**config.mk**
```make
export PLATFORM = sky130hd
export DESIGN_NAME = mem_stage
export DESIGN_NICKNAME = d
export VERILOG_FILES = /design/src/hw/lsu_pkg.sv /design/src/hw/mem_stage.sv
export VERILOG_INCLUDE_DIRS = /design/src /design/src/hw
export SDC_FILE = /design/constraint.sdc
export NUM_CORES = 1
export LEC_CHECK = 0
export BUFFER_PORTS_ARGS = -buffer_cell sky130_fd_sc_hd__buf_2
export CORE_AREA = 5 5 128 130
export CTS_CLUSTER_SIZE = 14
export DETAILED_ROUTE_END_ITERATION = 10
export DIE_AREA = 0 0 133 135
export GPL_ROUTABILITY_DRIVEN = 0
export PLACE_DENSITY = 0.65
export SYNTH_ARGS = -nofsm -noshare
export SYNTH_HDL_FRONTEND = slang
export SYNTH_SLANG_ARGS = --single-unit
```
**constraint.sdc**
```tcl
create_clock -name clk -period 5.46 [get_ports clk]
set_clock_uncertainty 0.2 [all_clocks]
set_input_delay 1.092 -clock clk [delete_from_list [all_inputs] [get_ports clk]]
set_output_delay 1.092 -clock clk [all_outputs]
set_load 0.01 [all_outputs]
```
**src/hw/lsu_consts.svh**
```systemverilog
`ifndef LSU_CONSTS_SVH
`define LSU_CONSTS_SVH

// byte address width, 1 KiB data memory
`define LSU_AW 10
// words in the data memory
`define LSU_DEPTH 256

// one-hot memory op bit positions
`define MOP_LW  0
`define MOP_LB  1
`define MOP_LBU 2
`define MOP_LH  3
`define MOP_LHU 4
`define MOP_LWL 5
`define MOP_LWR 6
`define MOP_SW  7
`define MOP_SB  8
`define MOP_SH  9
`define MOP_W   10

// longest busy stretch after a read
`define SRAM_MAX_WAIT 3

`endif

```
**src/hw/lsu_pkg.sv**
```systemverilog
`include "lsu_consts.svh"

package lsu_pkg;

    // one-hot, all zeros is a plain alu op
    typedef logic [`MOP_W-1:0] mem_op_t;

    // operation handed over by execute
    typedef struct packed {
        mem_op_t     op;
        logic        ex;
        logic        gr_we;
        logic [4:0]  dest;
        // address for memory ops, alu value otherwise
        logic [31:0] result;
        // store data or lwl/lwr merge source
        logic [31:0] rt_value;
        logic [31:0] pc;
    } ex_to_m1_t;

    typedef struct packed {
        mem_op_t     op;
        logic        ex;
        logic        gr_we;
        logic [4:0]  dest;
        logic [31:0] result;
        logic [31:0] rt_value;
        logic [31:0] pc;
        // no read pending, mem_stage need not wait
        logic        store_flow;
    } m1_to_ms_t;

    typedef struct packed {
        mem_op_t     op;
        logic        ex;
        logic        gr_we;
        logic [4:0]  dest;
        logic [31:0] result;
        logic [31:0] rt_value;
        logic [31:0] pc;
        logic [31:0] rdata;
    } ms_to_ws_t;

    // request into the data memory
    typedef struct packed {
        logic              en;
        logic              we;
        logic [3:0]        wstrb;
        logic [`LSU_AW-1:0] addr;
        logic [31:0]       wdata;
    } mem_req_t;

    // bypass to decode
    typedef struct packed {
        logic [4:0]  dest;
        logic [31:0] result;
        logic        load_op;
    } ms_fwd_t;

    // one register-file commit
    typedef struct packed {
        logic        gr_we;
        logic [4:0]  dest;
        logic [31:0] data;
        logic        ex;
        logic [31:0] pc;
    } wb_commit_t;

    // one data word, by word, byte lane or half lane
    typedef union packed {
        logic [31:0]      word;
        logic [3:0][7:0]  bytes;
        logic [1:0][15:0] halves;
    } data_word_u;

endpackage

```
**src/hw/mem_stage.sv**
```systemverilog
`timescale 1ns/1ps
`include "lsu_consts.svh"

module mem_stage import lsu_pkg::*; (
    input  logic        clk,
    input  logic        reset,
    // from m1_stage
    input  logic        m1_to_ms_valid,
    input  m1_to_ms_t   m1_to_ms_bus,
    output logic        ms_allowin,
    // to wb_stage
    input  logic        ws_allowin,
    output logic        ms_to_ws_valid,
    output ms_to_ws_t   ms_to_ws_bus,
    // from data memory
    input  logic [31:0] rdata,
    input  logic        busy,
    // bypass to decode
    output ms_fwd_t     ms_fwd
);

    logic      ms_valid;
    logic      ms_ready_go;
    logic      is_load;
    m1_to_ms_t ms_bus_r;

    // stores and non-memory ops skip the busy wait
    assign ms_ready_go    = ms_bus_r.store_flow || !busy;
    assign ms_allowin     = !ms_valid || (ms_ready_go && ws_allowin);
    assign ms_to_ws_valid = ms_valid && ms_ready_go;

    always_ff @(posedge clk) begin
        if (reset) begin
            ms_valid <= 1'b0;
        end else if (ms_allowin) begin
            ms_valid <= m1_to_ms_valid;
        end
    end

    always_ff @(posedge clk) begin
        if (m1_to_ms_valid && ms_allowin) begin
            ms_bus_r <= m1_to_ms_bus;
        end
    end

    assign is_load = ms_bus_r.op[`MOP_LW]  | ms_bus_r.op[`MOP_LB]  | ms_bus_r.op[`MOP_LBU] |
                     ms_bus_r.op[`MOP_LH]  | ms_bus_r.op[`MOP_LHU] | ms_bus_r.op[`MOP_LWL] |
                     ms_bus_r.op[`MOP_LWR];

    // memory holds rdata until the next read, so no capture here
    always_comb begin
        ms_to_ws_bus.op       = ms_bus_r.op;
        ms_to_ws_bus.ex       = ms_bus_r.ex;
        ms_to_ws_bus.gr_we    = ms_bus_r.gr_we;
        ms_to_ws_bus.dest     = ms_bus_r.dest;
        ms_to_ws_bus.result   = ms_bus_r.result;
        ms_to_ws_bus.rt_value = ms_bus_r.rt_value;
        ms_to_ws_bus.pc       = ms_bus_r.pc;
        ms_to_ws_bus.rdata    = rdata;
    end

    // dest only while the output is valid
    assign ms_fwd.dest   = ms_bus_r.dest & {5{ms_to_ws_valid}};
    assign ms_fwd.result = ms_bus_r.result;
    // load result not final until wb, decode must stall on it
    assign ms_fwd.load_op = ms_valid && is_load;

endmodule

```
After elaboration in Yosys (flattened, before gate mapping)
Cells that the tools add are included.

Divide/modulo/power cells: 0. Bitwise operators: 7. Reductions and logical operators: 8. Multiplexer cells: 0. $add $sub $neg: 0. Magnitude comparators: 0. $mul: 0. Shift-type cells: 0. Equality and inequality tests: 0.

Operators by type and width (number): bitwise OR 1 bit (6); bitwise AND 5 bit (1); logical AND 1 bit (4); zero test 1 bit (2); logical OR 1 bit (2).

Bits in latches: 0. Bits in read-only memories: 0. Memories: 0. Bits in registers: 115. Input port bits: 151. RAM bits: 0.

Logic depth before layout (Yosys ltp)
Depth in word-level cells: 7. Gate-level depth with buffers: 3.

Worst setup path after synthesis
No wires, ideal clock.

Path type: input -> register. Start point: input busy. End point: register ms_bus_r[0] (netlist name) (enable). Data required time: 4774 ps. Stages: 3. Setup slack: 687 ps. Arrival: 4086 ps. Setup time: 486 ps. Cells stage by stage: nor2b_4 > o21ai_2 > and2_1.

Longest elaborated chain between the ends: 5.

RTL lines: start: declaration (line mem_stage.sv:17) `input logic busy,`; zero test 1 bit (line mem_stage.sv:28) `assign ms_ready_go = ms_bus_r.store_flow || !busy;`; logical OR 1 bit (line mem_stage.sv:28); logical AND 1 bit (line mem_stage.sv:29) `assign ms_allowin = !ms_valid || (ms_ready_go && ws_allowin);`; logical OR 1 bit (line mem_stage.sv:29); via ms_allowin (line mem_stage.sv:10) `output logic ms_allowin,`; logical AND 1 bit (line mem_stage.sv:41) `if (m1_to_ms_valid && ms_allowin) begin`; end signal: assignment (line mem_stage.sv:42) `ms_bus_r <= m1_to_ms_bus;`; end: declaration (line mem_stage.sv:25) `m1_to_ms_t ms_bus_r;`.

The timed path passes the listed nets, and every way through them passes these cells. A chain may end at the register's enable or synchronous reset.

==> results.yml <==
sta:
  drv_slew: 0
  post-route-period-util: 0.5515
  rsz0062_at_grt: "no"
  worst_pin_slew_ps: 558.2
  timing.final.hold_violations: 0
  final.setup.worst_slack_ps: 2449
  fmax_ghz: 0.3321
  period_needed_ps: 3011
  setup_viol: 0
  relSlewSlack: 0.6279
  tns_ps: 0
grt:
  grt-ovfl-total: 0
  grt_pass1_vias: 2784
  antenna_found_initial: 1
  grt_usage: 0.1206
  grt_first_pass_wirelength_mm: 15.89
  grt_max_degree: 44
critical_path:
  arrival_ps: 1720
  cp_max_fo: 6
  worstPathRequired_ps: 4170
  critPathKind: "in -> out"
  worstSetupStartpointType: "primary input"
  endpoint_kind: "output pin"
floorplanning:
  coreArea_um2: 15030
  die_h_um: 135
  fp.dieW_um: 133
  num_io_pins: 336
  fp.dieArea_um2: 17960
  rows: 45
  start_util: 0.3244
yosys:
  syn-cell-area_um2: 4877
  yosys_warnings: 0
  synth.largest_area_cell: "edfxtp_1"
  yosysMostFrequentCell: "buf_4"
  synthArstFlopShare: 0
  yosysTopAreaCellShare: 0.7019
  ys_seq_area_frac: 0.7060
  ys_ff_latch: 115
  synth-edff-count: 114
  yosys-top-cells-count: "buf_4, edfxtp_1, and2_1"
  synth_area_leaders: "edfxtp_1, buf_4, and2_1"
  synth_ff_type: "edfxtp_1"
  yosysUniqueCellTypes: 11
  syn_inst: 307
  syn_nets: 458
  synth_area_per_cell_um2: 15.89
drt:
  routed_wl_mm: 11.22
  vias: 2470
  drc: 0
  drt_iter0_markers: 91
  via_per_inst: 3.965
  wl_per_cell_um: 18.02
  dr.pass1.iters: 4
  antenna_left: 0
cts:
  cts_hold_buf: 0
  insertion_delay_ps: 400
  clock_path_buffers: 2
  cts_setup_buffers: 0
  cts_num_sinks: 115
  ctsResizeCount: 0
  h-tree-depth: 4
  numCtsBuffers: 17
  cts_root_buf: "clkbuf_16"
  clk_pin_slew_worst_paths_ps: 50
  cts_tree: "built"
place:
  portBuffers: 271
  dpl_worst_slack_ps: 2382
  dpl.hpwl_mm: 8.917
  place_inst: 591
finish:
  drive_above_1_share: 0.7080
  fin_cells: 623
  area_growth_pct: 17.21
  antenna_cells: 0
  nNetsFinal: 573
run:
  max-cap-violations: 0
pwr:
  p_per_area_nw_per_um2: 396.3
  vdd_drop_max_uv: 232.9
  power_leakage_nw: 2.500
worst_hold_path:
  hp-class: "reg -> reg"
run_status:
  outcome: "complete, no violations"
worst paths after layout:
path	from	endpoint	slack (ps)	cells after the start
setup / recovery	busy	ms_fwd[33]	2450	5
hold / removal	ms_valid$_SDFFE_PP0P_	ms_valid$_SDFFE_PP0P_	320	2
setup reg to reg	ms_bus_r[0]$_DFFE_PP_	ms_fwd[28]$_DFFE_PP_	3290	4
hold reg to reg	ms_valid$_SDFFE_PP0P_	ms_valid$_SDFFE_PP0P_	320	2
flip-flops by register name, summed over array words and instances (netlist names):
name	count
ms_fwd	32
ms_to_ws_bus	81
ms_valid	1
ms_bus_r	1
layout make-up:
type                       instances  area [um^2]
inverter                           2        7.507
sequential                       115         3443
tap                              188        235.2
timing repair buffer             273         1371
fill                            1400         9316
clock inverter                    15        133.9
multi-input combinational         13        100.1
clock buffer                      17        425.4
power by group:
part	total (mW)	switching (mW)	internal, mW
Sequential	1.05	0.0175	1.04
Clock	1.04	0.409	0.628
Combinational	0.175	0.0981	0.0764
Total	2.27	0.525	1.74
layout by cell type, fill, tap and decap left out, types with 4 or more instances in the layout:
| master | instances |
|---|---|
| buf_2 | 271 |
| edfxtp_1 | 114 |
| clkbuf_16 | 17 |
| and2_1 | 5 |
| clkinvlp_4 | 5 |
| inv_6 | 4 |
critical path: stages:
cell     delay (ps)
buf_2            90
nor2b_4         130
nor2b_4         150
and2_1          130
buf_2           120
per-layer routing:
metal / track usage / vias up / wire [um]
li1: - / 1106 / -
met1: 0.1013 / 1137 / 3259
met2: 0.2192 / 192 / 6092
met3: 0.07004 / 33 / 1464
met4: 0.06755 / 2 / 394
met5: 0.005556 / - / 13
kinds of logic (layout without fill, tap and decap cells):
| group | Yosys count | in the layout | synth area share |
|---|---|---|---|
| buffers and inverters | 179 | 307 | 0.2740 |
| and+or+nand+nor | 10 | 10 | 0.01565 |
| DFF | 115 | 115 | 0.7060 |
| AOI/OAI and AO/OA | 3 | 3 | 0.004361 |
stage by stage:
stage	hold WS [ps]	utilization	area, um^2	total power [mW]
2_1_floorplan	308.8	-	4877	1.240
3_3_place_gp	294.4	0.3431	5157	1.247
3_5_place_dp	311.8	0.3431	5157	1.252
4_1_cts	318.4	0.3803	5717	2.300
5_1_grt	361.9	0.3803	5717	2.361
6_report	322.5	0.3803	5717	2.265
(Power assumes the default switching activity.)
