===== config.mk =====
export PLATFORM = sky130hd
export DESIGN_NAME = wb_stage
export DESIGN_NICKNAME = d
export VERILOG_FILES = /design/src/hw/lsu_pkg.sv /design/src/hw/wb_stage.sv
export VERILOG_INCLUDE_DIRS = /design/src /design/src/hw
export SDC_FILE = /design/constraint.sdc
export NUM_CORES = 1
export LEC_CHECK = 0
export ABC_CLOCK_PERIOD_IN_PS = 13200
export BUFFER_PORTS_ARGS = -buffer_cell sky130_fd_sc_hd__buf_4
export CORE_AREA = 2 2 140 142
export CTS_BUF_LIST = sky130_fd_sc_hd__clkbuf_8
export CTS_CLUSTER_SIZE = 40
export DETAILED_ROUTE_END_ITERATION = 16
export DIE_AREA = 0 0 142 144
export GPL_TIMING_DRIVEN = 0
export MAX_ROUTING_LAYER = met4
export SETUP_SLACK_MARGIN = 0.5
export SYNTH_ARGS = -nofsm -noshare
export SYNTH_HDL_FRONTEND = slang
export SYNTH_SLANG_ARGS = --single-unit

===== constraint.sdc =====
create_clock -name clk -period 13.2 [get_ports clk]
set_clock_uncertainty 0.05 [all_clocks]
set_input_delay 3.3 -clock clk [delete_from_list [all_inputs] [get_ports clk]]
set_output_delay 3.3 -clock clk [all_outputs]
set_load 0.1 [all_outputs]

===== src/hw/lsu_consts.svh =====
`ifndef LSU_CONSTS_SVH
`define LSU_CONSTS_SVH

// byte address width, 1 KiB data memory
`define LSU_AW 10
// words in the data memory
`define LSU_DEPTH 256

// one-hot memory op bit positions
`define MOP_LW  0
`define MOP_LB  1
`define MOP_LBU 2
`define MOP_LH  3
`define MOP_LHU 4
`define MOP_LWL 5
`define MOP_LWR 6
`define MOP_SW  7
`define MOP_SB  8
`define MOP_SH  9
`define MOP_W   10

// longest busy stretch after a read
`define SRAM_MAX_WAIT 3

`endif


===== src/hw/lsu_pkg.sv =====
`include "lsu_consts.svh"

package lsu_pkg;

    // one-hot, all zeros is a plain alu op
    typedef logic [`MOP_W-1:0] mem_op_t;

    // operation handed over by execute
    typedef struct packed {
        mem_op_t     op;
        logic        ex;
        logic        gr_we;
        logic [4:0]  dest;
        // address for memory ops, alu value otherwise
        logic [31:0] result;
        // store data or lwl/lwr merge source
        logic [31:0] rt_value;
        logic [31:0] pc;
    } ex_to_m1_t;

    typedef struct packed {
        mem_op_t     op;
        logic        ex;
        logic        gr_we;
        logic [4:0]  dest;
        logic [31:0] result;
        logic [31:0] rt_value;
        logic [31:0] pc;
        // no read pending, mem_stage need not wait
        logic        store_flow;
    } m1_to_ms_t;

    typedef struct packed {
        mem_op_t     op;
        logic        ex;
        logic        gr_we;
        logic [4:0]  dest;
        logic [31:0] result;
        logic [31:0] rt_value;
        logic [31:0] pc;
        logic [31:0] rdata;
    } ms_to_ws_t;

    // request into the data memory
    typedef struct packed {
        logic              en;
        logic              we;
        logic [3:0]        wstrb;
        logic [`LSU_AW-1:0] addr;
        logic [31:0]       wdata;
    } mem_req_t;

    // bypass to decode
    typedef struct packed {
        logic [4:0]  dest;
        logic [31:0] result;
        logic        load_op;
    } ms_fwd_t;

    // one register-file commit
    typedef struct packed {
        logic        gr_we;
        logic [4:0]  dest;
        logic [31:0] data;
        logic        ex;
        logic [31:0] pc;
    } wb_commit_t;

    // one data word, by word, byte lane or half lane
    typedef union packed {
        logic [31:0]      word;
        logic [3:0][7:0]  bytes;
        logic [1:0][15:0] halves;
    } data_word_u;

endpackage


===== src/hw/wb_stage.sv =====
`timescale 1ns/1ps
`include "lsu_consts.svh"

module wb_stage import lsu_pkg::*; (
    input  logic       clk,
    input  logic       reset,
    // from mem_stage
    input  logic       ms_to_ws_valid,
    input  ms_to_ws_t  ms_to_ws_bus,
    output logic       ws_allowin,
    // register-file commit
    output logic       commit_valid,
    output wb_commit_t commit,
    input  logic       commit_ready
);

    logic        ws_valid;
    ms_to_ws_t   ws_bus_r;
    data_word_u  rd;
    logic [1:0]  low;
    logic [31:0] rt;
    logic [7:0]  sel_byte;
    logic [15:0] sel_half;
    logic [31:0] final_data;

    // only commit_ready holds this stage
    assign ws_allowin   = !ws_valid || commit_ready;
    assign commit_valid = ws_valid;

    always_ff @(posedge clk) begin
        if (reset) begin
            ws_valid <= 1'b0;
        end else if (ws_allowin) begin
            ws_valid <= ms_to_ws_valid;
        end
    end

    always_ff @(posedge clk) begin
        if (ms_to_ws_valid && ws_allowin) begin
            ws_bus_r <= ms_to_ws_bus;
        end
    end

    assign rd.word  = ws_bus_r.rdata;
    assign low      = ws_bus_r.result[1:0];
    assign rt       = ws_bus_r.rt_value;
    // lane pick by low address bits
    assign sel_byte = rd.bytes[low];
    assign sel_half = rd.halves[low[1]];

    always_comb begin
        final_data = ws_bus_r.result;
        if (!ws_bus_r.ex) begin
            if (ws_bus_r.op[`MOP_LW]) begin
                final_data = rd.word;
            end else if (ws_bus_r.op[`MOP_LB]) begin
                final_data = {{24{sel_byte[7]}}, sel_byte};
            end else if (ws_bus_r.op[`MOP_LBU]) begin
                final_data = {24'd0, sel_byte};
            end else if (ws_bus_r.op[`MOP_LH]) begin
                final_data = {{16{sel_half[15]}}, sel_half};
            end else if (ws_bus_r.op[`MOP_LHU]) begin
                final_data = {16'd0, sel_half};
            end else if (ws_bus_r.op[`MOP_LWL]) begin
                // low memory bytes fill the top of rt
                case (low)
                    2'd0:    final_data = {rd.bytes[0], rt[23:0]};
                    2'd1:    final_data = {rd.halves[0], rt[15:0]};
                    2'd2:    final_data = {rd.word[23:0], rt[7:0]};
                    default: final_data = rd.word;
                endcase
            end else if (ws_bus_r.op[`MOP_LWR]) begin
                // mirror image where high memory bytes fill the bottom
                case (low)
                    2'd0:    final_data = rd.word;
                    2'd1:    final_data = {rt[31:24], rd.word[31:8]};
                    2'd2:    final_data = {rt[31:16], rd.halves[1]};
                    default: final_data = {rt[31:8], rd.bytes[3]};
                endcase
            end
        end
    end

    // excepted op is still reported but writes nothing
    assign commit.gr_we = ws_bus_r.gr_we && !ws_bus_r.ex;
    assign commit.dest  = ws_bus_r.dest;
    assign commit.data  = final_data;
    assign commit.ex    = ws_bus_r.ex;
    assign commit.pc    = ws_bus_r.pc;

endmodule


* Word level (Yosys, flattened, before mapping)
Cells that the tools add are included.
** Word-level totals
- Register bits :: 143
- Output and inout bits :: 73
- Logic and storage cells :: 33
** Cells by class
- Magnitude comparators :: 2
- Equal/unequal tests :: 2
- Multiplexer cells :: 14
- Reduce and logical (&&, ||, !) cells :: 6
** Operators with widths (number)
- 32-bit two-way mux :: 8
- 32-bit one-hot mux with 3 select lines :: 2
- 16-bit two-way mux :: 2
- 8-bit binary-select mux with 2-bit select :: 1
- 8-bit two-way mux :: 1
- 2-bit by 3-bit less-than comparator with 1-bit output (second input constant) :: 1
- 2-bit by 1-bit equality test with 1-bit output (second input constant) :: 1
- 2-bit equality test (second input constant) :: 1
- 1-bit logical AND :: 2
- 1-bit zero test :: 2
- 2-bit zero test :: 1
- 1-bit by 2-bit less-than comparator with 1-bit output (second input constant) :: 1
- 1-bit logical OR :: 1

* Depth between registers and ports, before layout
- Depth in word-level cells :: 10
- Gate-level depth with buffers :: 8
- Depth with buffers taken out :: 5

* Worst setup path after synthesis
No wires, ideal clock.
- Kind :: input to register
- Start :: input commit_ready
- End :: register ws_bus_r (netlist bit commit[0]) (enable)
- Setup time :: 0.517 ns
- Arrival :: 7.468 ns
- Data required time :: 12.633 ns
- Setup slack :: 5.165 ns
- Stages :: 2
- Path buffers :: 0
- Path through :: nand2b_1 > and2_1
** Between the ends
- Longest elaborated chain between the ends :: 2
** Ends and longest elaborated chain
- start, declared :: RTL line wb_stage.sv:14 : input logic commit_ready
- 1-bit logical OR :: RTL line wb_stage.sv:27 : assign ws_allowin = !ws_valid || commit_ready;
- 1-bit logical AND :: RTL line wb_stage.sv:39 : if (ms_to_ws_valid && ws_allowin) begin
- end signal, assigned :: RTL line wb_stage.sv:40 : ws_bus_r <= ms_to_ws_bus;
- end, declared :: RTL line wb_stage.sv:18 : ms_to_ws_t ws_bus_r;
No other way between the ends.
A chain may end at the register's enable or synchronous reset.

* Final worst setup path
- Start :: input commit_ready
- End :: output ws_allowin
** Between the ends
- Longest elaborated chain between the ends :: 1
** Ends and longest elaborated chain
- 1-bit logical OR :: RTL line wb_stage.sv:27
- end, declared :: RTL line wb_stage.sv:10 : output logic ws_allowin,
No other way between the ends.

==> run metrics <==
hold_buf cts 0; multiplexer share of the synthesized area 0.106; CP Max Fanout 3; Synth Area in Simple Gates 0.0797; RR Startpoint commit_valid; Die W 142 um; DRT antenna net count 0; Initial DRC Count 540; total of max-cap violations 0; largest family of logic cells by synthesized area compound AO/OA/AOI/OAI gates; DRC violations left 0; Cells after Synth 602; post-synth net total 751; #FFs+latches synth 143; WL final 25700 um; Hold Path Depth 2; Boundary Pins 222; setup violators final 0; worst path required time 9850 ps; Peak supply drop 0.0789 mV; CTS tree yes; CTS root buf clkbuf_8; status completed; via count 6217; min-delay src commit_valid; worst path cell trace buf_4 -> nand2b_1 -> buf_4; slowest CP cell buf_4; Final nets 990; die area 20400 sq um; register area share after synthesis 0.574; Synth Area in Compound Gates 0.161; Final period util 0.544; routability cong. 0.967; static leakage 3.90 nW; most common cell after layout, fill and taps aside buf_4; reg2reg path depth 4; port buffer count 218; largest net degree at the start of global routing 58; Area Growth Syn to Fin 32.2%; post-route cell area 9860 sq um; Post-Synth XOR/XNOR Area 0; Via density 5.69; post-synth cell types 54; Total Routing Usage GR 0.257; arrival time worst endpoint 3830 ps; initial antenna violation count 0; iteration count of the initial detailed-routing pass 5; crit path launch type primary input; Initial Utilization 0.391; Worst setup EP type output port; WS Path Type in -> out; Slew headroom 0.454; FF-to-FF setup slack 11230 ps; average wire per standard cell 23.5 um; Slew Limit Fails 0; DP Area 9450 sq um; # Post-CTS Setup Buffers 0; clock sinks 143; global-route wire length before repair 37600 um; layout cells sized above 1 0.409; CP dominant cell by count buf_4; cell area after synthesis 7460 sq um; setup TNS 0 ps; Final Hold Vio Count 0; H-tree levels 4; critical path's largest stage delay 310 ps; most frequent cells in the layout 260 x buf_4, 142 x edfxtp_1, 43 x nand2_1; adder-cell share of the synthesized area 0; Post-CTS Resized 0; worst reg2reg endpoint ws_bus_r[110]; Tmin final 7180 ps; TritonCTS Buffers 17; clk slew on worst S/H paths 90 ps; CTS Buffer Depth 2; Min Hold Slack 517 ps; vias in the first global route 6589; Rows 51; Hold Crit Class reg -> reg; n_diodes 0; RSZ-0062 raised after global routing false; Worst Tran Pin Value 818 ps; Min-Delay Endpoint commit_valid; fmax 139 MHz; total core area 19100 sq um; P per Cell Area 126 nW/um^2; Detailed Place HPWL 18900 um; Overflow after GRT 0; clk_lat worst skew 460 ps; Synth warnings 0; Die Y 144 um; mean area per synthesized cell 12.4 sq um
[cell type report]
| type | instances | area (sq um) |
|---|---|---|
| Clock buffer | 17 | 234 |
| Fill cell | 1703 | 9220 |
| Clock inverter | 15 | 176 |
| Multi-Input combinational cell | 362 | 2590 |
| Buffer | 81 | 531 |
| Sequential cell | 143 | 4280 |
| Timing Repair Buffer | 220 | 1690 |
| Tap cell | 238 | 298 |
| Inverter | 16 | 60.1 |
[where the power goes]
group | internal [mW] | leakage (nW) | switching, mW
Clock | 0.175 | 0.207 | 0.188
Combinational | 0.103 | 2.31 | 0.227
Sequential | 0.532 | 1.38 | 0.0227
Total | 0.809 | 3.90 | 0.438
[critical path: cells and delay by family]
kind                   cells  cell delay (ps)
buffers and inverters      2              380
AND/OR/NAND/NOR            1              140
[metal layers]
| layer | GRT usage | up-vias | routed length (um) |
|---|---|---|---|
| li1 | - | 2794 | - |
| met1 | 0.304 | 3029 | 10200 |
| met2 | 0.430 | 357 | 12900 |
| met3 | 0.0579 | 37 | 1960 |
| met4 | 0.101 | 0 | 648 |
| met5 | - | - | 0 |
[cells in the mapped netlist (all sizes together)]
| cell type | n | share of area |
|---|---|---|
| a2111oi | 2 | 0.0023 |
| a211o | 1 | 0.0012 |
| a211oi | 8 | 0.0081 |
| a21boi | 2 | 0.0025 |
| a21oi | 36 | 0.025 |
| a221o | 5 | 0.0067 |
| a221oi | 2 | 0.0023 |
| a22o | 8 | 0.0094 |
| a2bb2oi | 2 | 0.0023 |
| a311oi | 4 | 0.0047 |
| a31oi | 11 | 0.011 |
| a41oi | 2 | 0.0023 |
| and2 | 4 | 0.0034 |
| buf | 65 | 0.063 |
| clkbuf | 16 | 0.0081 |
| dfxtp | 1 | 0.0027 |
| edfxtp | 142 | 0.57 |
| inv | 16 | 0.0080 |
| mux2 | 8 | 0.012 |
| mux2i | 34 | 0.046 |
| mux4 | 16 | 0.048 |
| nand2 | 44 | 0.022 |
| nand2b | 6 | 0.0050 |
| nand3 | 18 | 0.012 |
| nand3b | 1 | 0.0010 |
| nor2 | 23 | 0.013 |
| nor2b | 6 | 0.0050 |
| nor3 | 9 | 0.0060 |
| nor4 | 1 | 0.00084 |
| o211ai | 6 | 0.0060 |
| o21a | 5 | 0.0050 |
| o21ai | 45 | 0.031 |
| o221ai | 7 | 0.0082 |
| o22ai | 27 | 0.023 |
| o2bb2ai | 1 | 0.0012 |
| o311a | 6 | 0.0081 |
| o311ai | 1 | 0.0012 |
| or2 | 4 | 0.0034 |
| or3 | 3 | 0.0025 |
| or3b | 4 | 0.0047 |
[how the worst max path moves through the flow]
stage / endpoint / depth (start not counted) / slack, ps / startpoint
detailed placement: ws_allowin / 3 / 6020 / commit_ready
global placement: rd[24] / 3 / 4910 / commit_ready
CTS: ws_allowin / 3 / 6020 / commit_ready
global route: ws_allowin / 3 / 5990 / commit_ready
floorplan: commit[0] / 2 / 5160 / commit_ready
finish: ws_allowin / 3 / 6020 / commit_ready
[per-stage QoR]
stage | power [mW] | setup WS [ps] | instances | utilization
2_1_floorplan | 0.787 | 5160 | 602 | -
3_3_place_gp | 0.891 | 4910 | 1058 | 0.492
3_5_place_dp | 0.892 | 6020 | 1060 | 0.495
4_1_cts | 1.25 | 6020 | 1092 | 0.517
5_1_grt | 1.29 | 5990 | 1092 | 0.517
6_report | 1.25 | 6020 | 1092 | 0.517
[kinds of logic after synthesis]
group	count (synthesis)
AOI/OAI and AO/OA	181
buffers and inverters	97
DFF	143
muxes	58
and+or+nand+nor	123
[flip-flops by register name, indices dropped and copies added (netlist names)]
signal / cells
commit: 38
commit_valid: 1
low: 2
rd: 32
rt: 32
ws_bus_r: 38
Note: power is estimated with default switching activity, not from simulation.
