<file path="src/hw/lsu_consts.svh">
`ifndef LSU_CONSTS_SVH
`define LSU_CONSTS_SVH

// byte address width, 1 KiB data memory
`define LSU_AW 10
// words in the data memory
`define LSU_DEPTH 256

// one-hot memory op bit positions
`define MOP_LW  0
`define MOP_LB  1
`define MOP_LBU 2
`define MOP_LH  3
`define MOP_LHU 4
`define MOP_LWL 5
`define MOP_LWR 6
`define MOP_SW  7
`define MOP_SB  8
`define MOP_SH  9
`define MOP_W   10

// longest busy stretch after a read
`define SRAM_MAX_WAIT 3

`endif

</file>
<file path="src/hw/lsu_pkg.sv">
`include "lsu_consts.svh"

package lsu_pkg;

    // one-hot, all zeros is a plain alu op
    typedef logic [`MOP_W-1:0] mem_op_t;

    // operation handed over by execute
    typedef struct packed {
        mem_op_t     op;
        logic        ex;
        logic        gr_we;
        logic [4:0]  dest;
        // address for memory ops, alu value otherwise
        logic [31:0] result;
        // store data or lwl/lwr merge source
        logic [31:0] rt_value;
        logic [31:0] pc;
    } ex_to_m1_t;

    typedef struct packed {
        mem_op_t     op;
        logic        ex;
        logic        gr_we;
        logic [4:0]  dest;
        logic [31:0] result;
        logic [31:0] rt_value;
        logic [31:0] pc;
        // no read pending, mem_stage need not wait
        logic        store_flow;
    } m1_to_ms_t;

    typedef struct packed {
        mem_op_t     op;
        logic        ex;
        logic        gr_we;
        logic [4:0]  dest;
        logic [31:0] result;
        logic [31:0] rt_value;
        logic [31:0] pc;
        logic [31:0] rdata;
    } ms_to_ws_t;

    // request into the data memory
    typedef struct packed {
        logic              en;
        logic              we;
        logic [3:0]        wstrb;
        logic [`LSU_AW-1:0] addr;
        logic [31:0]       wdata;
    } mem_req_t;

    // bypass to decode
    typedef struct packed {
        logic [4:0]  dest;
        logic [31:0] result;
        logic        load_op;
    } ms_fwd_t;

    // one register-file commit
    typedef struct packed {
        logic        gr_we;
        logic [4:0]  dest;
        logic [31:0] data;
        logic        ex;
        logic [31:0] pc;
    } wb_commit_t;

    // one data word, by word, byte lane or half lane
    typedef union packed {
        logic [31:0]      word;
        logic [3:0][7:0]  bytes;
        logic [1:0][15:0] halves;
    } data_word_u;

endpackage

</file>
<file path="src/hw/m1_stage.sv">
`timescale 1ns/1ps
`include "lsu_consts.svh"

module m1_stage import lsu_pkg::*; (
    input  logic      clk,
    input  logic      reset,
    // from execute
    input  logic      es_valid,
    input  ex_to_m1_t es_bus,
    output logic      m1_allowin,
    // to mem_stage
    input  logic      ms_allowin,
    output logic      m1_to_ms_valid,
    output m1_to_ms_t m1_to_ms_bus,
    // to data memory
    output mem_req_t  mem_req
);

    logic       m1_valid;
    ex_to_m1_t  m1_bus_r;
    logic       is_store;
    logic       has_mem;
    logic [1:0] low;
    logic [3:0] wstrb;
    data_word_u st_data;

    // never stalls on its own
    assign m1_allowin     = !m1_valid || ms_allowin;
    assign m1_to_ms_valid = m1_valid;

    always_ff @(posedge clk) begin
        if (reset) begin
            m1_valid <= 1'b0;
        end else if (m1_allowin) begin
            m1_valid <= es_valid;
        end
    end

    // payload register qualified by m1_valid
    always_ff @(posedge clk) begin
        if (es_valid && m1_allowin) begin
            m1_bus_r <= es_bus;
        end
    end

    assign is_store = m1_bus_r.op[`MOP_SW] | m1_bus_r.op[`MOP_SB] | m1_bus_r.op[`MOP_SH];
    assign has_mem  = |m1_bus_r.op;
    assign low      = m1_bus_r.result[1:0];

    // byte strobes from op and low address bits
    always_comb begin
        wstrb = 4'b0000;
        if (m1_bus_r.op[`MOP_SW]) begin
            wstrb = 4'b1111;
        end else if (m1_bus_r.op[`MOP_SH]) begin
            wstrb = low[1] ? 4'b1100 : 4'b0011;
        end else if (m1_bus_r.op[`MOP_SB]) begin
            wstrb = 4'b0001 << low;
        end
    end

    // store data copied across every lane so the strobes pick the live one
    always_comb begin
        st_data.word = m1_bus_r.rt_value;
        if (m1_bus_r.op[`MOP_SB]) begin
            for (int i = 0; i < 4; i++) begin
                st_data.bytes[i] = m1_bus_r.rt_value[7:0];
            end
        end else if (m1_bus_r.op[`MOP_SH]) begin
            st_data.halves[0] = m1_bus_r.rt_value[15:0];
            st_data.halves[1] = m1_bus_r.rt_value[15:0];
        end
    end

    // request only on the handoff edge so each op reaches memory once
    assign mem_req.en    = m1_valid && ms_allowin && has_mem && !m1_bus_r.ex;
    assign mem_req.we    = is_store;
    assign mem_req.wstrb = wstrb;
    assign mem_req.addr  = m1_bus_r.result[`LSU_AW-1:0];
    assign mem_req.wdata = st_data.word;

    always_comb begin
        m1_to_ms_bus.op       = m1_bus_r.op;
        m1_to_ms_bus.ex       = m1_bus_r.ex;
        m1_to_ms_bus.gr_we    = m1_bus_r.gr_we;
        m1_to_ms_bus.dest     = m1_bus_r.dest;
        m1_to_ms_bus.result   = m1_bus_r.result;
        m1_to_ms_bus.rt_value = m1_bus_r.rt_value;
        m1_to_ms_bus.pc       = m1_bus_r.pc;
        // excepted ops never touch memory either
        m1_to_ms_bus.store_flow = is_store || !has_mem || m1_bus_r.ex;
    end

endmodule

</file>
<file path="config.mk">
export PLATFORM = sky130hd
export DESIGN_NAME = m1_stage
export DESIGN_NICKNAME = d
export VERILOG_FILES = /design/src/hw/lsu_pkg.sv /design/src/hw/m1_stage.sv
export VERILOG_INCLUDE_DIRS = /design/src /design/src/hw
export SDC_FILE = /design/constraint.sdc
export NUM_CORES = 1
export LEC_CHECK = 0
export ABC_AREA = 1
export BUFFER_PORTS_ARGS = -buffer_cell sky130_fd_sc_hd__clkbuf_2
export CAP_MARGIN = 20
export CORE_AREA = 2 2 110 112
export CTS_BUF_LIST = sky130_fd_sc_hd__clkbuf_2 sky130_fd_sc_hd__clkbuf_4 sky130_fd_sc_hd__clkbuf_8
export DETAILED_ROUTE_END_ITERATION = 12
export DIE_AREA = 0 0 112 114
export HOLD_SLACK_MARGIN = 0.05
export PLACE_DENSITY = 0.69
export SETUP_SLACK_MARGIN = 0.15
export SLEW_MARGIN = 20
export SYNTH_ARGS = -nofsm -noshare
export SYNTH_HDL_FRONTEND = slang
export SYNTH_SLANG_ARGS = --single-unit
</file>
<file path="constraint.sdc">
create_clock -name clk -period 19.8 [get_ports clk]
set_input_delay 2.97 -clock clk [delete_from_list [all_inputs] [get_ports clk]]
set_output_delay 2.97 -clock clk [all_outputs]
set_load 0.01 [all_outputs]
</file>
* Word level (Yosys, flattened, before mapping)
Index checks and enable logic that the tools add are counted.
Storage, ports and cells: bits in registers 114, output and inout port bits 164, word-level logic and storage cells 28, input port bits 117
Cells by class: multiplexer cells 6, reductions and logical operators 11, bitwise logic cells 2, shift-type cells 1
Operator list (count):
- 2-to-1 mux 32 bit | 2
- 2-to-1 mux 4 bit | 4
- OR reduction 10 bit | 1
- logical AND 1 bit | 4
- << shifter 1 x 2 -> 4 bit (first input constant) | 1
- logical NOT 1 bit | 3
- logical OR 1 bit | 3
- bitwise OR 1 bit | 2

* Logic depth before layout (Yosys ltp)
Gate-level depths: netlist (run 1).
depth in word-level cells 4, mapped depth 5, gate-level depth less buffers 4

* Least setup slack after synthesis (run 1)
No wires, ideal clock.
kind in2reg, start input port es_valid, end register m1_bus_r (netlist bit m1_to_ms_bus[100]), enable pin, data required time 19.178 ns, path buffers 0, setup time 0.622 ns, setup slack 10.719 ns, stages 2, data arrival time 8.459 ns, cell sequence inv_1 > a21oi_1
Between the ends: cells in the longest elaborated chain, start to end 1
RTL lines:
- from (decl) | RTL line m1_stage.sv:8 | input logic es_valid,
- logical AND 1 bit | RTL line m1_stage.sv:41 | if (es_valid && m1_allowin) begin
- to (signal assigned) | RTL line m1_stage.sv:42 | m1_bus_r <= es_bus;
- to (decl) | RTL line m1_stage.sv:20 | ex_to_m1_t m1_bus_r;
No other way between the ends. A chain may end at the register's enable or synchronous reset.

==> results of run 1 <==
## power breakdown
part	internal, mW	switching (mW)
clock	0.127	0.0949
combinational	0.0241	0.0320
sequential	0.283	0.00887
total	0.434	0.136
## layout by cell type, fill, tap and decap left out
cell type / netlist / final
bufinv_16: 0 / 3
o21ai_1: 1 / 1
nor2_8: 1 / 1
a21oi_1: 13 / 12
clkbuf_2: 0 / 280
nor2_2: 1 / 1
inv_2: 1 / 1
nor2_1: 5 / 5
clkinv_1: 0 / 1
nand2_4: 1 / 1
clkbuf_8: 0 / 17
a21oi_4: 0 / 1
clkinv_2: 0 / 3
inv_6: 0 / 2
buf_4: 19 / 2
clkinvlp_4: 0 / 1
edfxtp_1: 113 / 113
clkbuf_4: 0 / 2
o21ai_0: 20 / 20
nand2_1: 44 / 44
clkinv_4: 0 / 3
inv_1: 15 / 15
dfxtp_1: 1 / 1
## stage by stage
step                setup slack [ns]  cells  hold WS (ns)  instance area (um^2)  power [mW]
floorplan                      10.72    240         0.589                  4060       0.323
global placement               13.30    645         0.542                  5480       0.352
detailed placement             13.28    645         0.574                  5480       0.354
CTS                            13.28    677         0.585                  5890       0.579
global route                   13.22    677         0.602                  5890       0.596
finish                         13.29    677         0.586                  5890       0.570
## worst max path at each step
stage / startpoint / endpoint / slack (ns) / cells after the start
finish: ms_allowin / mem_req[47] / 13.29 / 6
global route: ms_allowin / mem_req[47] / 13.22 / 6
CTS: ms_allowin / mem_req[47] / 13.28 / 6
detailed placement: ms_allowin / mem_req[47] / 13.28 / 6
global placement: ms_allowin / mem_req[47] / 13.30 / 6
floorplan: es_valid / m1_to_ms_bus[100] / 10.72 / 2
## Yosys cell counts
library cell    n
nand2_4         1
nand2_1        44
edfxtp_1      113
buf_8           1
nor2_8          1
nor2_2          1
a21oi_1        13
nor2_1          5
inv_1          15
inv_2           1
buf_2           1
buf_6           3
o21ai_1         1
o21ai_0        20
dfxtp_1         1
buf_4          19
## routing by layer
metal  vias up  track usage  wire length, um
met5         -            0                0
met4         0       0.0561              110
met3         7       0.0781             1090
met2       183        0.282             5500
met1      1369        0.181             3950
li1       1395            -                -
## layout make-up
cell class,count,share of cell area
Multi-Input combinational cell,86,0.0685
Tap cell,147,0.0312
Sequential cell,114,0.580
Clock inverter,13,0.0272
Inverter,16,0.0102
Timing Repair Buffer,282,0.241
Clock buffer,19,0.0423
## critical path, stage by stage
cell,delay [ns]
clkbuf_2,0.07
inv_1,0.07
nor2_1,0.10
nand2_1,0.06
a21oi_1,0.12
clkbuf_2,0.15
## sequential cells by signal, summed over array words and instances, names as in the netlist
name            flops
m1_to_ms_bus      113
m1_to_ms_valid      1
## cell families after synthesis
family | count (synthesis) | share of synthesized area
buffers and inverters | 40 | 0.0632
and+or+nand+nor | 52 | 0.0545
DFF | 114 | 0.840
AOI/OAI and AO/OA | 34 | 0.0419
==> results.md, run 1 <==
* Max-Cap Viols at 0
* Clock root buffer: clkbuf_8
* Count of final setup violators at 0
* Core footprint at ~0.012 mm^2
* Port Buf Inserts at between 200 and 300
* DP Wirelength at slightly above 8000 um
* Setup TNS at 0 ns
* Starting Density at 0.347
* H-tree Lvls at 4
* Worst-Margin Slew at 0.935 ns
* Initial drt markers at ~100
* Placer Congestion at 0.824
* Max-slew headroom at 0.377
* Residual DRC count at 0
* Share of layout cells above drive strength 1 at 0.600
* R2r endpoint: m1_to_ms_bus[102]
* Filler cells at 1055
* Largest area contributor in the netlist: edfxtp_1
* Largest net degree at the start of global routing at between 70 and 80
* Register area at 0.00341 mm^2
* Cell variety after synth at 16
* Row count at 40
* Total CTS buffers at 17
* Setup Skew at 0.00815 ns
* Gates resized, CTS repair at 0
* Bufs on Longest Clock Path at 2
* Post-route ant nets at 0
* Leak Pwr at about 2.8 nW
* Hold Crit Class: reg -> reg
* Final Core Density at 0.503
* Layout area overhead at 44.9%
* Final #Nets at 634
* Pre-Repair DR Iteration Count at 4
* Width of the die at around 110 um
* GRT Util Overall at 0.164
* Setup Crit Path Kind: in -> out
* Postcts setup bufs at 0
* CP Data Required Time at 16.83 ns
* Outcome: complete, no violations
* Sinks on the clock net at 114
* Critical Path Sink Type: output port
* Synthesized cell area at between 0.004 and 0.005 mm^2
* Ranking of synthesized cells by area: edfxtp_1 (84%), nand2_1 (4.1%), buf_4 (3.5%)
* Area of the multi-input gates at 403 um^2
* Crit path DAT at 3.54 ns
* Crit Path Max Fanout at 3
* Minimum clock period at 6.51 ns
* N_diodes at 0
* Die Span Y at 114 um
* Type of origin of the critical path: primary input
* Worst-path clk slew at 0.07 ns
* R2R depth at 3
* Max Fclk at 154 MHz
* Vias per cell at roughly 4.4
* Top cell type's share of synthesized area at 0.835
* Endpoints failing hold at 0
* Remaining Overflow, GRT at 0
* Ys Warns at 0
* Seq/Total Area, Yosys at 0.840
* Ratio of final minimum period to clock period at 0.329
* DIE AREA at 0.0128 mm^2
* Vias in the first global route at just under 3000
* Power density over the cells at slightly below 100 mW/mm^2
* Min-Delay Endpoint: m1_to_ms_valid
* Routed vias at approximately 3000
* Maximum vdd drop at roughly 0.051 mV
* Initial antenna violation count at 0
* First-pass GRT wire length at 15400 um
* Drt wl/cell at 15.7 um
* RSZ-0062 raised after global routing: false
* Syn nets at 357
* Hold path start: m1_to_ms_valid
* Post-Syn Instances at 240
* CTS tree: done
* Final WL at 10600 um
* Yosys reg bits at 114
* R2R Path Start: m1_to_ms_valid
* Hold-fix buffer count after cts at 0
* WHS Path Cells at 2
* Internal reg-to-reg setup slack at 17.59 ns
* Num ports at between 200 and 300
* Worst-Skew Late Latency at 0.41 ns
* Mean Syn Cell Area at 16.9 um^2
* Final Max Slew Viols at 0
Note: power is estimated with default switching activity, not from simulation.
==> inputs of run 2 (changes only) <==
Settings changed: PLACE_DENSITY 0.69 to 0.72.
Clock period 19.8 ns to 5.6 ns, I/O delays scaled along.
==> results.md, run 2 (synthesized netlist as in run 1, its figures left out) <==
* H-tree Lvls at 4
* Max-slew headroom at 0.330
* Fin area at 0.00587 mm^2
* Count of final setup violators at 0
* Width of the die at around 110 um
* Area after DPL at between 0.005 and 0.006 mm^2
* Remaining Overflow, GRT at 0
* Outcome: complete, no violations
* Port Buf Inserts at 280
* Placer Congestion at 0.827
* DP Wirelength at 8310 um
* Min-Delay Endpoint: m1_to_ms_valid
* Drt wl/cell at 15.8 um
* Starting Density at 0.347
* Crit path DAT at 2.02 ns
* Area of the multi-input gates at slightly above 400 um^2
* Layout area overhead at 44.6%
* Residual DRC count at 0
* Core footprint at approximately 0.012 mm^2
* Bufs on Longest Clock Path at 2
* Share of layout cells above drive strength 1 at 0.597
* Clock root buffer: clkbuf_8
* Final Max Slew Viols at 0
* Final #Nets at 634
* R2R depth at 2
* Endpoints failing hold at 0
* DIE AREA at about 0.013 mm^2
* Final WL at between 10000 and 15000 um
* Type of origin of the critical path: register
* Hold Crit Class: reg -> reg
* GRT Util Overall at 0.163
* R2R Path Start: m1_to_ms_valid
* Initial drt markers at 154
* Setup Skew at 0.0124 ns
* Leak Pwr at 2.76 nW
* Final Core Density at 0.501
* Number of flip-flops in the largest register at 113
* Maximum vdd drop at roughly 0.17 mV
* Max Fclk at around 350 MHz
* Commonest non-fill, non-tap cells in the layout: clkbuf_2 (280), edfxtp_1 (113), nand2_1 (44), o21ai_0 (20), clkbuf_8 (17)
* Power density over the cells at 338 mW/mm^2
* Post-route ant nets at 0
* Routed vias at 2998
* Vias per cell at 4.42
* CTS tree: done
* Filler cells at 1025
* Register area at 0.00341 mm^2
* Most common cell after layout, fill and taps aside: clkbuf_2
* R2r endpoint: m1_to_ms_bus[72]
* Worst-path clk slew at 0.06 ns
* Initial antenna violation count at 2
* Sinks on the clock net at 114
* Critical Path Sink Type: output port
* Postcts setup bufs at 0
* Ratio of final minimum period to clock period at 0.511
* Setup Crit Path Kind: reg -> out
* Hold-fix buffer count after cts at 0
* RSZ-0062 raised after global routing: false
* Internal reg-to-reg setup slack at roughly 4 ns
* Largest net degree at the start of global routing at 70
* WHS Path Cells at 2
* Row count at 40
* Hold path start: m1_to_ms_valid
* CP Data Required Time at around 4.8 ns
* Num ports at 281
* Pre-Repair DR Iteration Count at 4
* First-pass GRT wire length at 15400 um
* Worst-Skew Late Latency at 0.42 ns
* Minimum clock period at 2.86 ns
* Crit Path Max Fanout at 28
* Die Span Y at 114 um
* Setup TNS at 0 ns
* Gates resized, CTS repair at 0
* Max-Cap Viols at 0
* Worst-Margin Slew at 1.00 ns
* Total CTS buffers at 17
* Vias in the first global route at just over 3000
## run 2: cell types whose count changed in the layout (fill, tap and decap cells not counted)
cell        before  now
diode_2          0    2
clkinv_4         3    1
clkinv_1         1    2
clkinvlp_4       1    2
inv_6            2    0
clkinv_2         3    4
## run 2: final cells by class
cell class                 count  area share
clock inverter                12      0.0241
inverter                      16      0.0102
sequential                   114       0.581
multi-input combinational     86      0.0686
antenna                        2    0.000852
timing repair buffer         282       0.241
clock buffer                  19      0.0424
tap                          147      0.0313
## run 2: routing by layer
metal	global-route usage	vias to the layer above	wire length, um
li1	-	1399	-
met1	0.168	1398	3790
met2	0.289	195	5600
met3	0.0818	6	1220
met4	0.0528	0	91
met5	0	-	0
## run 2: how the worst max path moves through the flow
stage / startpoint / endpoint / slack, ns / depth (start not counted)
after global placement: m1_to_ms_bus[112] / mem_req[19] / 3.28 / 5
after global routing: m1_to_ms_bus[112] / mem_req[45] / 2.55 / 3
after detailed placement: m1_to_ms_bus[112] / mem_req[45] / 3.21 / 3
after CTS: m1_to_ms_bus[112] / mem_req[19] / 2.74 / 5
final: m1_to_ms_bus[112] / mem_req[45] / 2.74 / 3
after floorplan: ms_allowin / m1_to_ms_bus[100] / 0.97 / 2
## run 2: report_power, final
group	switching, mW	internal (mW)	total (mW)
registers	0.0316	1.00	1.03
clock network	0.311	0.441	0.752
logic	0.113	0.0852	0.198
## run 2: per-stage QoR
step / setup slack, ns / std cells / power [mW] / hold slack, ns
2_1_floorplan: 0.969 / 240 / 1.14 / 0.602
3_3_place_gp: 3.28 / 645 / 1.24 / 0.547
3_5_place_dp: 3.21 / 645 / 1.25 / 0.567
4_1_cts: 2.74 / 676 / 2.01 / 0.560
5_1_grt: 2.55 / 676 / 2.07 / 0.558
6_report: 2.74 / 678 / 1.98 / 0.567
## run 2: critical path, cell delays in order (launching register included)
cell	delay [ns]
edfxtp_1	1.01
a21oi_1	0.17
o21ai_0	0.25
clkbuf_2	0.18
==> inputs of run 3 (changes only) <==
Clock period 5.6 ns to 2.55 ns, I/O delays scaled along.
==> results.md, run 3 (synthesized netlist as in run 1, its figures left out) <==
* Outcome: complete, no violations
* Die Span Y at 114 um
* DIE AREA at 0.0128 mm^2
* Share of layout cells above drive strength 1 at 0.607
* Routed vias at 2994
* Number of flip-flops in the largest register at 113
* Setup Skew at 0.00627 ns
* GRT Util Overall at 0.161
* Leak Pwr at about 2.8 nW
* Hold Crit Class: in -> reg
* Crit Path Max Fanout at 12
* Num ports at about 280
* Placed cell count at 646
* Row count at 40
* Type of origin of the critical path: register
* Filler cells at about 1100
* Total power at roughly 4.3 mW
* Vias per cell at 4.41
* CP cell instances: buf_4 > a21oi_1 > o21ai_0 > nand2_1 > clkbuf_2
* Residual DRC count at 0
* Max-Cap Viols at 0
* Remaining Overflow, GRT at 0
* Setup Crit Path Kind: reg -> out
* First-pass GRT wire length at 15100 um
* Post-route ant nets at 0
* Maximum vdd drop at approximately 0.52 mV
* Final WL at 10600 um
* Minimum clock period at 2.19 ns
* Power density over the cells at 731 mW/mm^2
* Width of the die at roughly 110 um
* H-tree Lvls at 4
* Cell class contributing the biggest share of worst-path delay: flip-flops
* Most common cell after layout, fill and taps aside: clkbuf_2
* Fin area at 0.00590 mm^2
* Worst-Skew Late Latency at 0.43 ns
* Initial drt markers at 117
* Worst-path clk slew at ~0.07 ns
* Crit path DAT at about 1.8 ns
* Area after DPL at 0.00551 mm^2
* Ratio of final minimum period to clock period at 0.860
* Placer Congestion at 0.832
* Critical Path Sink Type: output port
* Endpoints failing hold at 0
* Vias in the first global route at about 3000
* Final Max Slew Viols at 0
* N_diodes at 0
* Final Core Density at 0.503
* Sinks on the clock net at 114
* Initial antenna violation count at 0
* Max Fclk at approximately 460 MHz
* CP Data Required Time at ~2.2 ns
* Core footprint at 0.0117 mm^2
* RSZ-0062 raised after global routing: false
* Sum of buffers and inverters on the critical path at 2
* Count of final setup violators at 0
* Final cell count without fillers at 679
* Drt wl/cell at 15.5 um
* Clock root buffer: clkbuf_8
* Max-slew headroom at 0.522
* Bufs on Longest Clock Path at 2
* Total CTS buffers at 17
* Worst path slowest cell: edfxtp_1
* Starting Density at 0.347
* Port Buf Inserts at 280
* CTS tree: done
* Worst-Margin Slew at 0.716 ns
* DP Wirelength at 8170 um
* Pre-Repair DR Iteration Count at 4
* Largest net degree at the start of global routing at 80
* Layout area overhead at 45.2%
* Final #Nets at approximately 640
* CP peak stage delay at 0.62 ns
* Commonest non-fill, non-tap cells in the layout: clkbuf_2 (280), edfxtp_1 (113), nand2_1 (44), o21ai_0 (20), clkbuf_8 (17)
-- run 3: power breakdown --
group          leakage, nW  internal [mW]  switching [mW]
clock network        0.198          0.900           0.702
registers             1.10           2.20          0.0653
logic                 1.48          0.193           0.253
total                 2.78           3.29            1.02
-- run 3: worst paths after layout --
| kind | startpoint | endpoint | slack, ns | depth (start not counted) |
|---|---|---|---|---|
| hold reg to reg | m1_to_ms_valid | m1_to_ms_valid | 0.55 | 2 |
| setup / recovery | m1_to_ms_bus[112] | mem_req[29] | 0.36 | 5 |
| hold / removal | reset | m1_to_ms_valid | 0.1 | 2 |
| setup reg to reg | m1_to_ms_valid | m1_to_ms_bus[60] | 1.26 | 2 |
-- run 3: what timing repair did --
action,4_1_cts,5_1_grt
buffers inserted,0,1
endpoints found under the setup margin,0,12
hold buffers,0,0
resized for setup,0,0
-- run 3: routing by layer --
layer  GRT usage  wire [um]  vias to the layer above
met1       0.170       3810                     1380
li1            -          -                     1398
met5           0          0                        -
met2       0.264       5240                      201
met4      0.0634        156                        0
met3      0.0967       1350                       15
-- run 3: per-stage QoR --
step           hold WS (ns)  setup slack [ns]  setup TNS, ns
6_report             0.0999             0.356              0
4_1_cts              0.0645             0.235              0
5_1_grt              0.0737             0.209              0
3_5_place_dp          0.538             0.720              0
2_1_floorplan         0.444            -0.149         -16.85
3_3_place_gp          0.524             0.791              0
-- run 3: cell type report --
class / count / area [um^2] / share of cell area
flip-flops and latches: 114 / 3410 / 0.579
repair buffers: 284 / 1440 / 0.245
multi-input cells: 86 / 403 / 0.0683
clock buffers: 21 / 264 / 0.0448
well taps: 147 / 184 / 0.0312
clock inverters: 11 / 114 / 0.0193
inverters: 16 / 72.6 / 0.0123
-- run 3: worst register-to-register path, delay by kind of cell (launching register included) --
family | cells | cell delay [ns]
AOI/OAI and AO/OA | 1 | 0.16
DFF | 1 | 0.35
buffers and inverters | 1 | 0.41
